[config.mk]
export PLATFORM = sky130hd
export DESIGN_NAME = segment_map
export DESIGN_NICKNAME = d
export VERILOG_FILES = /design/src/rtl/mem_pkg.sv /design/src/rtl/segment_map.sv
export VERILOG_INCLUDE_DIRS = /design/src /design/src/rtl
export SDC_FILE = /design/constraint.sdc
export NUM_CORES = 2
export LEC_CHECK = 0
export ABC_AREA = 0
export BUFFER_PORTS_ARGS = -buffer_cell sky130_fd_sc_hd__buf_2
export CAP_MARGIN = 10
export CORE_ASPECT_RATIO = 1.1
export CORE_MARGIN = 2
export CORE_UTILIZATION = 50
export DETAILED_ROUTE_END_ITERATION = 16
export GPL_ROUTABILITY_DRIVEN = 0
export GPL_TIMING_DRIVEN = 1
export PLACE_DENSITY = 0.68
export SYNTH_ARGS = -nofsm -noshare
export SYNTH_HDL_FRONTEND = slang
export SYNTH_SLANG_ARGS = --single-unit
[constraint.sdc]
create_clock -name clk -period 6.4 [get_ports clk]
set_clock_uncertainty 0.1 [all_clocks]
set_input_delay 1.92 -clock clk [delete_from_list [all_inputs] [get_ports clk]]
set_output_delay 1.92 -clock clk [all_outputs]
set_load 0.005 [all_outputs]
[src/rtl/mem_settings.svh]
/*
	Memory unit widths and fixed-segment count.
	Shared by the package and every RTL block.
*/

`ifndef MEM_SETTINGS_SVH
`define MEM_SETTINGS_SVH

// ------------------------------
// bus and map widths
// ------------------------------
`define MEM_WORD_W     16 // bus data word.
`define MEM_SEG_W      8  // block number + segment bits, also map entry width.
`define MEM_OFFSET_W   12 // word offset inside a 4K segment.

// ------------------------------
// SRAM side
// ------------------------------
`define MEM_SRAM_AW    18 // 256K words of external SRAM.
`define MEM_PAGE_W     6  // low map bits that select the SRAM page.

// segments 0 and 1 are hardwired to physical 0 and 1.
`define MEM_FIXED_SEGS 2

`endif
[src/rtl/mem_pkg.sv]
/*
	Memory unit types: positive-logic vectors
	and the state encodings of both FSMs.
*/

`include "mem_settings.svh"

package mem_pkg;

	// ------------------------------
	// data and address vectors
	// ------------------------------
	typedef logic [`MEM_WORD_W-1:0]   word_t;      // data word, positive logic.
	typedef logic [`MEM_SEG_W-1:0]    seg_t;       // nb[0:3] then segment bits.
	typedef logic [`MEM_SEG_W-1:0]    phys_t;      // module[3:0] then phys segment.
	typedef logic [`MEM_OFFSET_W-1:0] offset_t;    // word inside a segment.
	typedef logic [`MEM_SRAM_AW-1:0]  sram_addr_t; // page then offset.

	// ------------------------------
	// FSM encodings
	// ------------------------------
	// configuration FSM, one map write per strobe.
	typedef enum logic [1:0] {
		cfg_idle,
		cfg_write,
		cfg_ack
	} cfg_state_t;

	// access FSM, map check then one SRAM cycle.
	typedef enum logic [2:0] {
		acc_idle,
		acc_map,
		acc_read,
		acc_write,
		acc_ok
	} acc_state_t;

endpackage

[src/rtl/segment_map.sv]
/*
	Segment map, stage 2.
	256-entry logical-to-physical table with a registered
	lookup port and a FSM that loads entries on config strobes.
*/

`timescale 1ns/1ps
`include "mem_settings.svh"

module segment_map (
	input  logic           clk,
	input  logic           rst_n,
	input  mem_pkg::seg_t  seg,       // lookup address, valid every cycle.
	input  logic           req_cfg,
	input  logic           cfg_mem,
	input  mem_pkg::seg_t  cfg_log,
	input  mem_pkg::phys_t cfg_phy,
	output mem_pkg::phys_t map_entry,
	output logic           seg_fixed,
	output logic           cfg_done
);
	import mem_pkg::*;

	localparam int MAP_DEPTH = 1 << `MEM_SEG_W;

	phys_t      map_ram [0:MAP_DEPTH-1]; // block RAM, one write port, one read port.
	cfg_state_t cfg_state;
	logic       cfg_accept;
	logic       map_we;

	// ------------------------------
	// power-up contents
	// ------------------------------
	// segment 1 points at physical 1, everything else starts unmapped.
	// entry 0 stays zero but seg_fixed covers it.
	initial begin
		for (int i = 0; i < MAP_DEPTH; i++) begin
			map_ram[i] = '0;
		end
		map_ram[1] = phys_t'(1);
	end

	// ------------------------------
	// map RAM
	// ------------------------------
	assign map_we = (cfg_state == cfg_write); // one write per accepted strobe.

	always_ff @(posedge clk) begin
		if (map_we) begin
			map_ram[cfg_log] <= cfg_phy;
		end
		map_entry <= map_ram[seg];                          // registered read.
		seg_fixed <= (seg < seg_t'(`MEM_FIXED_SEGS));     // kept aligned with map_entry.
	end

	// ------------------------------
	// configuration FSM
	// ------------------------------
	// refuse words without the memory flag and any write to a fixed segment.
	assign cfg_accept = req_cfg && cfg_mem && (cfg_log >= seg_t'(`MEM_FIXED_SEGS));

	always_ff @(posedge clk) begin
		if (!rst_n) begin
			cfg_state <= cfg_idle;
		end else begin
			case (cfg_state)
				cfg_idle: begin
					if (cfg_accept) begin
						cfg_state <= cfg_write;
					end
				end
				cfg_write: begin
					cfg_state <= cfg_ack; // entry lands on this edge.
				end
				cfg_ack: begin
					// hold the acknowledge until the master lets go.
					if (!req_cfg) begin
						cfg_state <= cfg_idle;
					end
				end
				default: begin
					cfg_state <= cfg_idle;
				end
			endcase
		end
	end

	assign cfg_done = (cfg_state == cfg_ack); // decoded from a flop, glitch free.

endmodule

==> summary by stage <==
Synthesis
The portion of synthesized area spent on multiplexers is 0.152. Of the total synthesized cell area, the portion taken by XOR and XNOR cells is 0. The combinational family with the most area after synthesis is multiplexers. The number of flops mapped to enable cells by yosys is 2048. Of the total synthesized cell area, the portion taken by AND, OR, NAND and NOR gates is 0.0257. The Yosys step of the flow raised 0 warnings.

The prevailing post-synth register cell is sky130_fd_sc_hd__edfxtp_1. After synthesis, the netlist uses 61 different library cells. In this run the cell area of the synthesized design comes to 0.0805 mm². After synthesis, the mean cell area works out to 20.6 µm².

The synthesized instance count is 3914. The share of the yosys chip area belonging to registers is 0.767. The biggest area consumer among synthesized cells is sky130_fd_sc_hd__edfxtp_1. Of all flip-flops after synthesis, the portion carrying an async set or reset was 0.

The compound-cell area share of the yosys netlist was 0.0356. Of the post-synthesis cell area, the dominant cell type holds 0.764. The synthesized-area fraction occupied by adder cells is 0. After synthesis the netlist holds a flip-flop and latch count of 2059. When the netlist entered floorplanning its net count stood at 3942. Yosys attributes the largest share of cell area to sky130_fd_sc_hd__edfxtp_1 76%, sky130_fd_sc_hd__mux4_2 11%, sky130_fd_sc_hd__mux2i_1 4.0%.

STA
The number of hold-slack violations in the final timing report is 0. The final critical delay including setup and external delays is 4640 ps. After routing, the total negative slack on setup checks comes to 0 ps. In this run the tightest slew margin relative to its limit is 0.143. The number of failing setup endpoints in the final timing report is 0.

At the pin with the least slew margin, the transition time is 1280 ps. Setup repair after global routing left no endpoint under its margin. Dividing the final minimum period by the clock period gives 0.725. Hold timing on the final database bottoms out at a slack of 353 ps. The number of slew-limit violations in the final report was 0. For this run, the top clock speed supported by timing is 0.215 GHz. The minimum setup slack in the final design is 1760 ps.

Run status
The run finished with clean final reports.

Clocking
Post-CTS repair changed the size of 0 cells. The clock passes through at most 3 buffers. The clock sink total is 2059.

Clock-pin slew was measured on the worst setup and hold paths at 60 ps. The CTS buffer count is 199. The library cell used as clock root buffer is sky130_fd_sc_hd__clkbuf_16. The number of setup buffers added after CTS is 0.

For the worst-skew pair, the clock arrives at the later sink with an insertion delay of 850 ps. The H-tree was split into 4 levels. The clock tree from TritonCTS is done. The number of buffers inserted for hold repair after clock tree synthesis is 0.

Setup path
The slowest library cell on the worst path is sky130_fd_sc_hd__nand3_1. The required arrival time at the worst endpoint is 6770 ps. STA puts the critical path data arrival time at 5010 ps. In this run the critical register-to-register path is launched from cfg_state[0]. The worst register-to-register path ends at map_ram[34][1]. The biggest fanout along the worst timing path is 10. The worst setup path is captured at a flop. The kind of start point of the critical path is an input port. The largest stage delay on the critical path is 1010 ps. The worst setup slack for register-to-register paths is 2820 ps. The critical path in this run is classified as in2reg. The number of cells on the worst reg-to-reg path is 5. Walking the worst path, the cells encountered are buf_2 > nor2b_1 > nand3_1 > buf_4 > nor2_1.

Global route
The first-pass GRT wire length is 299000 µm. For this run, the total global-route usage over all layers was measured as 0.254. The largest net degree at the start of global routing is 182. The remaining global-route overflow is 0.

The number of global-route vias before repair came to 40574. The number of antenna violations at the first check in global routing is 13.

Layout
Relative to the synthesized area, the layout overhead comes to 11.2%. The flip-flop and latch area is 0.0617 mm². Leaving out fill and tap cells, the most frequent cells in the layout are 2048 x sky130_fd_sc_hd__edfxtp_1, 392 x sky130_fd_sc_hd__mux4_2, 324 x sky130_fd_sc_hd__mux2i_1. After the flow finishes, the layout carries non-filler instances totaling 6317. At the end of the flow the core is filled with cells to 0.559. Of the cells placed in the final design, the portion with a size suffix greater than 1 is 0.201. The total number of nets in the final design is 4067. The final-layout fill cell count is 11646. In the final layout, the multi-input gates occupy 0.0172 mm². The most common cell after layout, fill and taps aside is sky130_fd_sc_hd__edfxtp_1.

Route
The final layout contains routed wiring with a total length of 208000 µm. After the first detailed-routing iteration, the DRC count stood at 5776. The number of nets with antenna violations after routing is 0. The ratio of routed vias to standard cells is 6.49. The count of unresolved DRC violations after routing is 0.

Detailed routing inserted a total of 41000 vias. The per-cell routed wire length is 33.0 µm. The first detailed-routing pass ran for 8 iterations.

Placed design
The number of cells in the design after placement is 5944. At the placement stage, the worst setup path has a slack of 1060 ps. Port buffering added 37 buffers.

After legalization and detailed placement, the total HPWL measured 126000 µm.

Floorplanning
The floorplan step defined a core boundary enclosing 0.160 mm². The floorplan step defined a die boundary enclosing 0.164 mm². The die span in x is 387 µm. During I/O placement, the number of pins put on the boundary was 38. The initial cell density of the core is 0.503. The die is 425 µm tall. The floorplan has 154 rows.

Pwr
In this run the power density over the cells is 309 mW/mm². The peak supply drop is 0.000296 V. The static leakage is 28.1 nW.

Hold path
The class of the worst hold path is reg2reg. The path with the worst hold slack has its endpoint at cfg_state[0]. In this run the most critical hold path is launched from cfg_state[1].

Along the worst hold path, the cell count comes to 1.

Job
Across the run, the number of max-cap violations was 0.
## worst max-delay path: cells and delay by family
kind,cells,cell delay [ps]
buffers and inverters,2,800
and+or+nand+nor,3,2270
## flip-flops by register name (all words and copies together), names as in the netlist
signal	flops
cfg_state	2
map_entry	8
seg_fixed	1
map_ram	2048
## power by group
part           total (W)  internal (W)  switching [W]
clock network     0.0114       0.00633        0.00509
logic            0.00141      0.000474       0.000941
registers         0.0149        0.0148      0.0000239
total             0.0277        0.0216        0.00606
## through the flow
step | instance area (µm²) | power [W]
3_3_place_gp | 83200 | 0.0165
5_1_grt | 89500 | 0.0283
2_1_floorplan | 80500 | 0.0159
6_report | 89500 | 0.0277
4_1_cts | 89500 | 0.0278
3_5_place_dp | 83200 | 0.0165
## cell usage after synthesis, types with 3 or more instances
cell                          n
sky130_fd_sc_hd__edfxtp_1  2048
sky130_fd_sc_hd__mux4_2     392
sky130_fd_sc_hd__mux2i_1    324
sky130_fd_sc_hd__nor2_1     284
sky130_fd_sc_hd__o221ai_1   116
sky130_fd_sc_hd__clkbuf_1   107
sky130_fd_sc_hd__a21oi_1     79
sky130_fd_sc_hd__nand2_1     63
sky130_fd_sc_hd__o22ai_1     60
sky130_fd_sc_hd__buf_2       50
sky130_fd_sc_hd__nor3_1      45
sky130_fd_sc_hd__buf_6       40
sky130_fd_sc_hd__nand3_1     39
sky130_fd_sc_hd__o21ai_0     26
sky130_fd_sc_hd__buf_8       25
sky130_fd_sc_hd__a22oi_1     22
sky130_fd_sc_hd__a221oi_1    21
sky130_fd_sc_hd__buf_1       16
sky130_fd_sc_hd__nor2b_1     16
sky130_fd_sc_hd__a31oi_1     12
sky130_fd_sc_hd__dfxtp_1     11
sky130_fd_sc_hd__a211oi_1    10
sky130_fd_sc_hd__nand4_1     10
sky130_fd_sc_hd__a32oi_1      7
sky130_fd_sc_hd__nor4_1       7
sky130_fd_sc_hd__o211ai_1     7
sky130_fd_sc_hd__nand2b_1     6
sky130_fd_sc_hd__a21o_1       5
sky130_fd_sc_hd__and3_1       5
sky130_fd_sc_hd__buf_4        5
sky130_fd_sc_hd__mux4_1       5
sky130_fd_sc_hd__inv_1        4
sky130_fd_sc_hd__o32ai_1      4
sky130_fd_sc_hd__buf_12       3
sky130_fd_sc_hd__o32a_1       3
## metal layers
metal | vias to the layer above | track usage | routed length (µm)
met5 | - | 0 | 87
met4 | 14 | 0.114 | 9820
met3 | 480 | 0.0532 | 20900
met2 | 2411 | 0.397 | 98300
met1 | 21475 | 0.350 | 79400
li1 | 16620 | - | -
## cell type report
cell class                 instances  area share
antenna                            6    0.000168
clock buffer                     260      0.0593
clock inverter                   107      0.0114
inverter                           5    0.000279
multi-input combinational       1604       0.192
sequential                      2059       0.689
tap                             2106      0.0294
timing repair buffer             170      0.0184
## how the worst max path moves through the flow
| stage | depth (start not counted) | slack [ps] | start | endpoint |
|---|---|---|---|---|
| floorplan | 11 | 2310 | seg[0] | map_entry[5] |
| global placement | 11 | 990 | seg[0] | map_entry[5] |
| detailed placement | 5 | 1060 | cfg_log[2] | map_ram[183][3] |
| CTS | 5 | 1940 | cfg_log[2] | map_ram[183][3] |
| global route | 9 | 1700 | seg[0] | map_entry[1] |
| finish | 5 | 1760 | cfg_log[0] | map_ram[69][3] |
## kinds of logic (layout without fill, tap and decap cells)
family,Yosys count,count (layout)
AO/OA/AOI/OAI,398,398
buffers and inverters,251,542
flip-flops,2059,2059
multiplexers,722,722
other,0,6
AND/OR/NAND/NOR,484,484
Note: power is estimated with default switching activity, not from simulation.
