[config.mk]
export PLATFORM = sky130hd
export DESIGN_NAME = bus_request_decoder
export DESIGN_NICKNAME = d
export VERILOG_FILES = /design/src/rtl/mem_pkg.sv /design/src/rtl/bus_request_decoder.sv
export VERILOG_INCLUDE_DIRS = /design/src /design/src/rtl
export SDC_FILE = /design/constraint.sdc
export NUM_CORES = 1
export LEC_CHECK = 0
export BUFFER_PORTS_ARGS = -buffer_cell sky130_fd_sc_hd__buf_4
export CAP_MARGIN = 20
export CORE_UTILIZATION = 38
export DETAILED_ROUTE_END_ITERATION = 6
export PLACE_DENSITY = 0.8
export RECOVER_POWER = 100
export REMOVE_ABC_BUFFERS = 1
export SLEW_MARGIN = 20
export SYNTH_ARGS = -nofsm -noshare
export SYNTH_HDL_FRONTEND = slang
export SYNTH_SLANG_ARGS = --single-unit
[constraint.sdc]
create_clock -name clk -period 1.29 [get_ports clk]
set_input_delay 0.258 -clock clk [delete_from_list [all_inputs] [get_ports clk]]
set_output_delay 0.258 -clock clk [all_outputs]
set_load 0.02 [all_outputs]
[src/rtl/mem_settings.svh]
/*
	Memory unit widths and fixed-segment count.
	Shared by the package and every RTL block.
*/

`ifndef MEM_SETTINGS_SVH
`define MEM_SETTINGS_SVH

// ------------------------------
// bus and map widths
// ------------------------------
`define MEM_WORD_W     16 // bus data word.
`define MEM_SEG_W      8  // block number + segment bits, also map entry width.
`define MEM_OFFSET_W   12 // word offset inside a 4K segment.

// ------------------------------
// SRAM side
// ------------------------------
`define MEM_SRAM_AW    18 // 256K words of external SRAM.
`define MEM_PAGE_W     6  // low map bits that select the SRAM page.

// segments 0 and 1 are hardwired to physical 0 and 1.
`define MEM_FIXED_SEGS 2

`endif
[src/rtl/mem_pkg.sv]
/*
	Memory unit types: positive-logic vectors
	and the state encodings of both FSMs.
*/

`include "mem_settings.svh"

package mem_pkg;

	// ------------------------------
	// data and address vectors
	// ------------------------------
	typedef logic [`MEM_WORD_W-1:0]   word_t;      // data word, positive logic.
	typedef logic [`MEM_SEG_W-1:0]    seg_t;       // nb[0:3] then segment bits.
	typedef logic [`MEM_SEG_W-1:0]    phys_t;      // module[3:0] then phys segment.
	typedef logic [`MEM_OFFSET_W-1:0] offset_t;    // word inside a segment.
	typedef logic [`MEM_SRAM_AW-1:0]  sram_addr_t; // page then offset.

	// ------------------------------
	// FSM encodings
	// ------------------------------
	// configuration FSM, one map write per strobe.
	typedef enum logic [1:0] {
		cfg_idle,
		cfg_write,
		cfg_ack
	} cfg_state_t;

	// access FSM, map check then one SRAM cycle.
	typedef enum logic [2:0] {
		acc_idle,
		acc_map,
		acc_read,
		acc_write,
		acc_ok
	} acc_state_t;

endpackage

[src/rtl/bus_request_decoder.sv]
/*
	Bus request decoder, stage 1.
	Samples the active-low bus lines once per clock and
	hands a registered positive-logic request to the map stage.
*/

`timescale 1ns/1ps
`include "mem_settings.svh"

module bus_request_decoder (
	input  logic                  clk,
	input  logic                  rst_n,
	input  logic [0:3]            nb_n,  // block number, bit 0 is msb.
	input  logic [0:`MEM_WORD_W-1] ad_n,
	input  logic [0:`MEM_WORD_W-1] rdt_n,
	input  logic                  rd_n,
	input  logic                  wr_n,
	input  logic                  cfg_n,
	output logic                  req_rd,
	output logic                  req_wr,
	output logic                  req_cfg,
	output mem_pkg::seg_t         seg,
	output mem_pkg::offset_t      offset,
	output mem_pkg::word_t        wdata,
	output mem_pkg::seg_t         cfg_log,
	output mem_pkg::phys_t        cfg_phy,
	output logic                  cfg_mem
);
	import mem_pkg::*;

	seg_t    seg_in;  // de-inverted lines ahead of the register.
	offset_t off_in;
	word_t   wdata_in;
	seg_t    log_in;
	phys_t   phy_in;

	// ------------------------------
	// de-inversion and field reorder
	// ------------------------------
	assign seg_in   = ~{nb_n, ad_n[0:3]};                 // logical segment of the access.
	assign off_in   = ~ad_n[4:15];
	assign wdata_in = ~rdt_n;                              // bus bit 0 lands on bit 15.
	// config word: rdt carries the logical side, ad the physical side.
	assign log_in   = ~{rdt_n[12:15], rdt_n[0:3]};         // block, then segment.
	assign phy_in   = ~{ad_n[11:14], ad_n[7:10]};          // module, then segment.

	// request levels, cleared on reset.
	always_ff @(posedge clk) begin
		if (!rst_n) begin
			req_rd  <= 1'b0;
			req_wr  <= 1'b0;
			req_cfg <= 1'b0;
		end else begin
			req_rd  <= ~rd_n;  // held as a level while the strobe is low.
			req_wr  <= ~wr_n;
			req_cfg <= ~cfg_n;
		end
	end

	// payload follows the bus every clock.
	always_ff @(posedge clk) begin
		seg     <= seg_in;
		offset  <= off_in;
		wdata   <= wdata_in;
		cfg_log <= log_in;
		cfg_phy <= phy_in;
		cfg_mem <= ~ad_n[15]; // memory flag, last bit of the config word.
	end

endmodule

==> impl_metrics.ini, run 1 <==
[run_status]
status = complete, no violations

[timing]
fin_crit_ns = 1.177
setup_viol = 0
max_slew_margin_pct = 81.89
worst_pin_slew_ns = 0.2728
max_freq_mhz = 849.7
hold_viol_final = 0
maxSlewViolCount = 0
finalCritPeriodShare_pct = 91.23
rsz0062_at_grt = no
fin_setup_tns_ns = 0
timing.final.ws_setup_ns = 0.1131

[global_route]
met1_usage_pct = 10.20
grt_pass1_vias = 655
use_met3_pct = 7.778
grt_pass1_wl_um = 2587
grt_remaining_overflow = 0
grt_usage_pct = 13.48
grt_max_degree = 13
busiest_layer = met2
antenna_found_initial = 0
use_met2_pct = 23.29

[pwr]
p_leak_nw = 0.8763
ir_worst_vdd_uv = 1002
p_per_area_nw_per_um2 = 1362

[clock_network]
clk_path_buf_depth = 2
ctsRootBufferMaster = clkbuf_4
clk_pin_slew_worst_paths_ns = 0.11
cts.sinks = 39
cts_buffers = 5
post_cts_buffers = 0
cts_htree_levels = 2
ctsHoldBuffers = 0
cts_tree = yes
cts_resized = 0

[place]
globalplace.congestion = 0.6318
pre_cts_slack_ns = 0.5516
hpwl_um = 1702
portBuffers = 96

[job]
maxCapViolCount = 0

[yosys]
syn_area_per_cell_um2 = 11.18
synth_warnings = 0
netlist_area_um2 = 1062
ys_seq_area_share_pct = 73.50
ys_types = 4
synth-compound-area-share_pct = 0
yosys_register_bits = 39
yosys.area_share.xor_xnor_pct = 0
syn_inst = 95
synth-adder-area-share_pct = 0
synth.area.mux_share_pct = 0
yosys.area_share.simple_pct = 1.767
synth_top_family_by_area = buffers and inverters

[final_layout]
area_growth_pct = 49.35
fin_nets = 222
drive_gt1_share_pct = 36.81
insertedDiodeCount = 0

[floorplanning]
fp.dieW_um = 54.87
core_um2 = 2567
io_pins = 97
die_area_um2 = 3011
rows = 18
start_util_pct = 41.37
die_y_um = 54.87

[critical_path]
crit_buf_inv = 1
critPathMaxStageDelay_ns = 0.35
cp_slowest_cell = dfxtp_1
crit_path_cell_trace = clkbuf_1
crit_path_start_kind = flip-flop
cp_max_fo = 2
required_ns = 1.03
cp_top_family = flip-flops
end_kind = primary output
crit_arrival_ns = 0.92
critPathKind = flip-flop to primary output

[drt]
ant_nets = 0
num_vias = 796
drc = 0
routed_wl_um = 2048
vias_per_cell = 3.755
first_iter_violations = 2
wire_per_inst_um = 9.660
firstDrtPassIters = 3

[min_path]
hold_class = input port to flip-flop
[where the power goes]
group          total, W  switching (W)  internal [W]
logic          0.000311       0.000178      0.000133
clock network  0.000558       0.000355      0.000203
registers       0.00129      0.0000221       0.00127
total           0.00216       0.000556       0.00160
[path summary, 6_finish.rpt]
kind,startpoint,slack [ns],endpoint,cells past startpoint
setup / recovery,offset[1]$_DFF_P_,0.11,cfg_phy[4],1
hold / removal,cfg_n,0.07,req_cfg$_SDFF_PN0_,2
[state kept, by name, indices dropped and copies added, names as in the netlist]
| name | cells |
|---|---|
| cfg_log | 4 |
| offset | 12 |
| req_cfg | 1 |
| req_rd | 1 |
| req_wr | 1 |
| seg | 8 |
| wdata | 12 |
[logic make-up after synthesis]
group,Yosys count
buf+inv,53
flops,39
simple gates,3
[cells in the final DEF (no fill, tap or decap)]
cell,count
dfxtp_1,39
clkbuf_4,42
clkbuf_1,37
clkbuf_2,8
nor2b_1,3
clkinv_2,3
buf_4,14
inv_1,36
[through the flow]
stage	instances	hold slack, ns	cell area (µm²)	total power, W	utilization [%]
2_1_floorplan	78	0.3145	934.6	0.001459	-
3_3_place_gp	204	0.4064	1693	0.001689	65.94
3_5_place_dp	204	0.4087	1693	0.001700	65.94
4_1_cts	212	0.03340	1745	0.002268	67.98
5_1_grt	212	0.03247	1587	0.002281	61.79
6_report	212	0.06821	1587	0.002160	61.79
[Yosys cell counts]
cell / instances / area [µm²]
nor2b_1: 3 / 18.77
inv_1: 36 / 135.1
buf_4: 17 / 127.6
dfxtp_1: 39 / 780.8
[area by class of cell]
cell class | count | area (µm²)
inverters | 36 | 135.1
repair buffers | 96 | 561.8
fillers | 244 | 980.9
well taps | 30 | 37.54
flip-flops and latches | 39 | 780.7
clock buffers | 5 | 37.54
clock inverters | 3 | 15.01
multi-input cells | 3 | 18.77
[metal layers]
| layer | vias to the layer above | part of all wire [%] |
|---|---|---|
| li1 | 405 | - |
| met5 | - | 0 |
| met2 | 58 | 55 |
| met4 | 0 | 0.63 |
| met3 | 2 | 16 |
| met1 | 331 | 29 |
No activity file was read; power rests on OpenSTA's default activity.
==> run 2, diff against run 1 <==
--- a/config.mk
+++ b/config.mk
@@ -8,8 +8,8 @@
 export LEC_CHECK = 0
 export BUFFER_PORTS_ARGS = -buffer_cell sky130_fd_sc_hd__buf_4
-export CAP_MARGIN = 20
-export CORE_UTILIZATION = 38
+export CAP_MARGIN = 25
+export CORE_UTILIZATION = 32
 export DETAILED_ROUTE_END_ITERATION = 6
-export PLACE_DENSITY = 0.8
+export PLACE_DENSITY = 0.72
 export RECOVER_POWER = 100
 export REMOVE_ABC_BUFFERS = 1
==> constraint.sdc (replaced) <==
create_clock -name clk -period 1 [get_ports clk]
set_input_delay 0.2 -clock clk [delete_from_list [all_inputs] [get_ports clk]]
set_output_delay 0.2 -clock clk [all_outputs]
set_load 0.05 [all_outputs]
==> impl_metrics.ini, run 2 (synthesis gave the netlist of run 1 again) <==
[timing]
timing.final.ws_setup_ns = -0.08180
setup_viol = 56
fin_crit_ns = 1.082
max_slew_margin_pct = 87.53
worst_pin_slew_ns = 0.1867
rsz0062_at_grt = yes
hold_viol_final = 0
maxSlewViolCount = 0
max_freq_mhz = 924.4
finalCritPeriodShare_pct = 108.2

[drt]
num_vias = 998
wire_per_inst_um = 13.33
vias_per_cell = 3.795
firstDrtPassIters = 4
routed_wl_um = 3505
drc = 0
ant_nets = 0
first_iter_violations = 10

[final_layout]
final_common_cell = clkbuf_4
mostFrequentLayoutCells = 44 x clkbuf_4, 39 x dlygate4sd3_1, 39 x buf_8
fill_cells = 178
multi_input_area_um2 = 18.77
top_regs = offset: 12 flops, wdata: 12 flops, seg: 8 flops
area_growth_pct = 140.8
fin_util_pct = 82.42
seqCellArea_um2 = 839.6
insertedDiodeCount = 0
drive_gt1_share_pct = 63.93
fin_nets = 261

[pwr]
switching_share_pct = 30.80
finalPower_w = 0.003446
p_comb_share_pct = 29.9
p_per_area_nw_per_um2 = 1348
p_sw_w = 0.001061
power_frac_seq_pct = 50.0
p_leak_nw = 1.293
p_int_w = 0.002385
ir_worst_vdd_uv = 916.9
clock_power_share_pct = 20.1

[place]
portBuffers = 96
globalplace.congestion = 0.6081
pre_cts_slack_ns = 0.2794
hpwl_um = 1784

[critical_path]
critPathMaxStageDelay_ns = 0.37
crit_arrival_ns = 0.88
cp_max_fo = 2
cp_top_family = flip-flops
crit_buf_inv = 1
worst-path-stages = 1
required_ns = 0.80
cp_slowest_cell = dfxtp_2
crit_path_cell_trace = buf_6
crit_path_start_kind = flip-flop
end_kind = primary output
critPathKind = flip-flop to primary output

[floorplanning]
die_area_um2 = 3554
core_um2 = 3103
rows = 20
die_y_um = 59.62
start_util_pct = 34.23
io_pins = 97
fp.dieW_um = 59.62

[clock_network]
cts_tree = yes
cts.sinks = 39
clk_path_buf_depth = 2
cts_htree_levels = 2
ctsRootBufferMaster = clkbuf_4
clk_pin_slew_worst_paths_ns = 0.11
cts_buffers = 5
post_cts_buffers = 0

[run_status]
violations = setup timing
status = finished with violations

[global_route]
grt_max_degree = 11
grt_pass1_vias = 1083
grt_usage_pct = 18.53
antenna_found_initial = 0
grt_pass1_wl_um = 4671
grt_remaining_overflow = 0

[min_path]
hold_depth = 2
hold_class = input port to flip-flop

[job]
maxCapViolCount = 0
[run 2: timing repair]
action	4_1_cts	5_1_grt
resized for setup	102	36
hold buffers	39	0
hold endpoints to repair	39	0
setup endpoints to repair	56	56
[run 2: metrics by stage]
step,TNS [ns],cell area (µm²),hold WS [ns],instances
final,-2.276,2557,0.1048,263
after global routing,-4.719,2557,0.08843,263
after CTS,-2.688,2427,0.07993,263
after detailed placement,0,1710,0.3512,218
after global placement,0,1710,0.3490,218
after floorplan,-3.705,934.6,0.2565,78
[run 2: final cells by class]
type,count,area share (%)
Inverter,36,5.284
Timing Repair Buffer,135,57.39
Clock buffer,6,1.614
Tap cell,44,2.153
Sequential cell,39,32.83
Multi-Input combinational cell,3,0.7339
[run 2: path summary, 6_finish.rpt]
path,start,to,slack (ns)
hold / removal,rst_n,req_rd$_SDFF_PN0_,0.10
setup / recovery,cfg_log[0]$_DFF_P_,cfg_log[0],-0.08
[run 2: metal layers]
layer  global-route usage (%)  vias up  part of all wire, %
li1                         -      482                    -
met1                    16.05      448                   28
met2                    35.63       61                   61
met3                    8.079        7                  8.0
met4                    8.970        0                  2.0
met5                        0        -                    0
[run 2: power groups by stage]
stage	Sequential [W]	Clock (W)	Combinational, W
6_report	0.00172	0.000694	0.00103
5_1_grt	0.00173	0.000804	0.00107
4_1_cts	0.00171	0.000721	0.000974
3_5_place_dp	0.00170	0	0.000766
3_3_place_gp	0.00170	0	0.000760
2_1_floorplan	0.00213	0	0.0000253
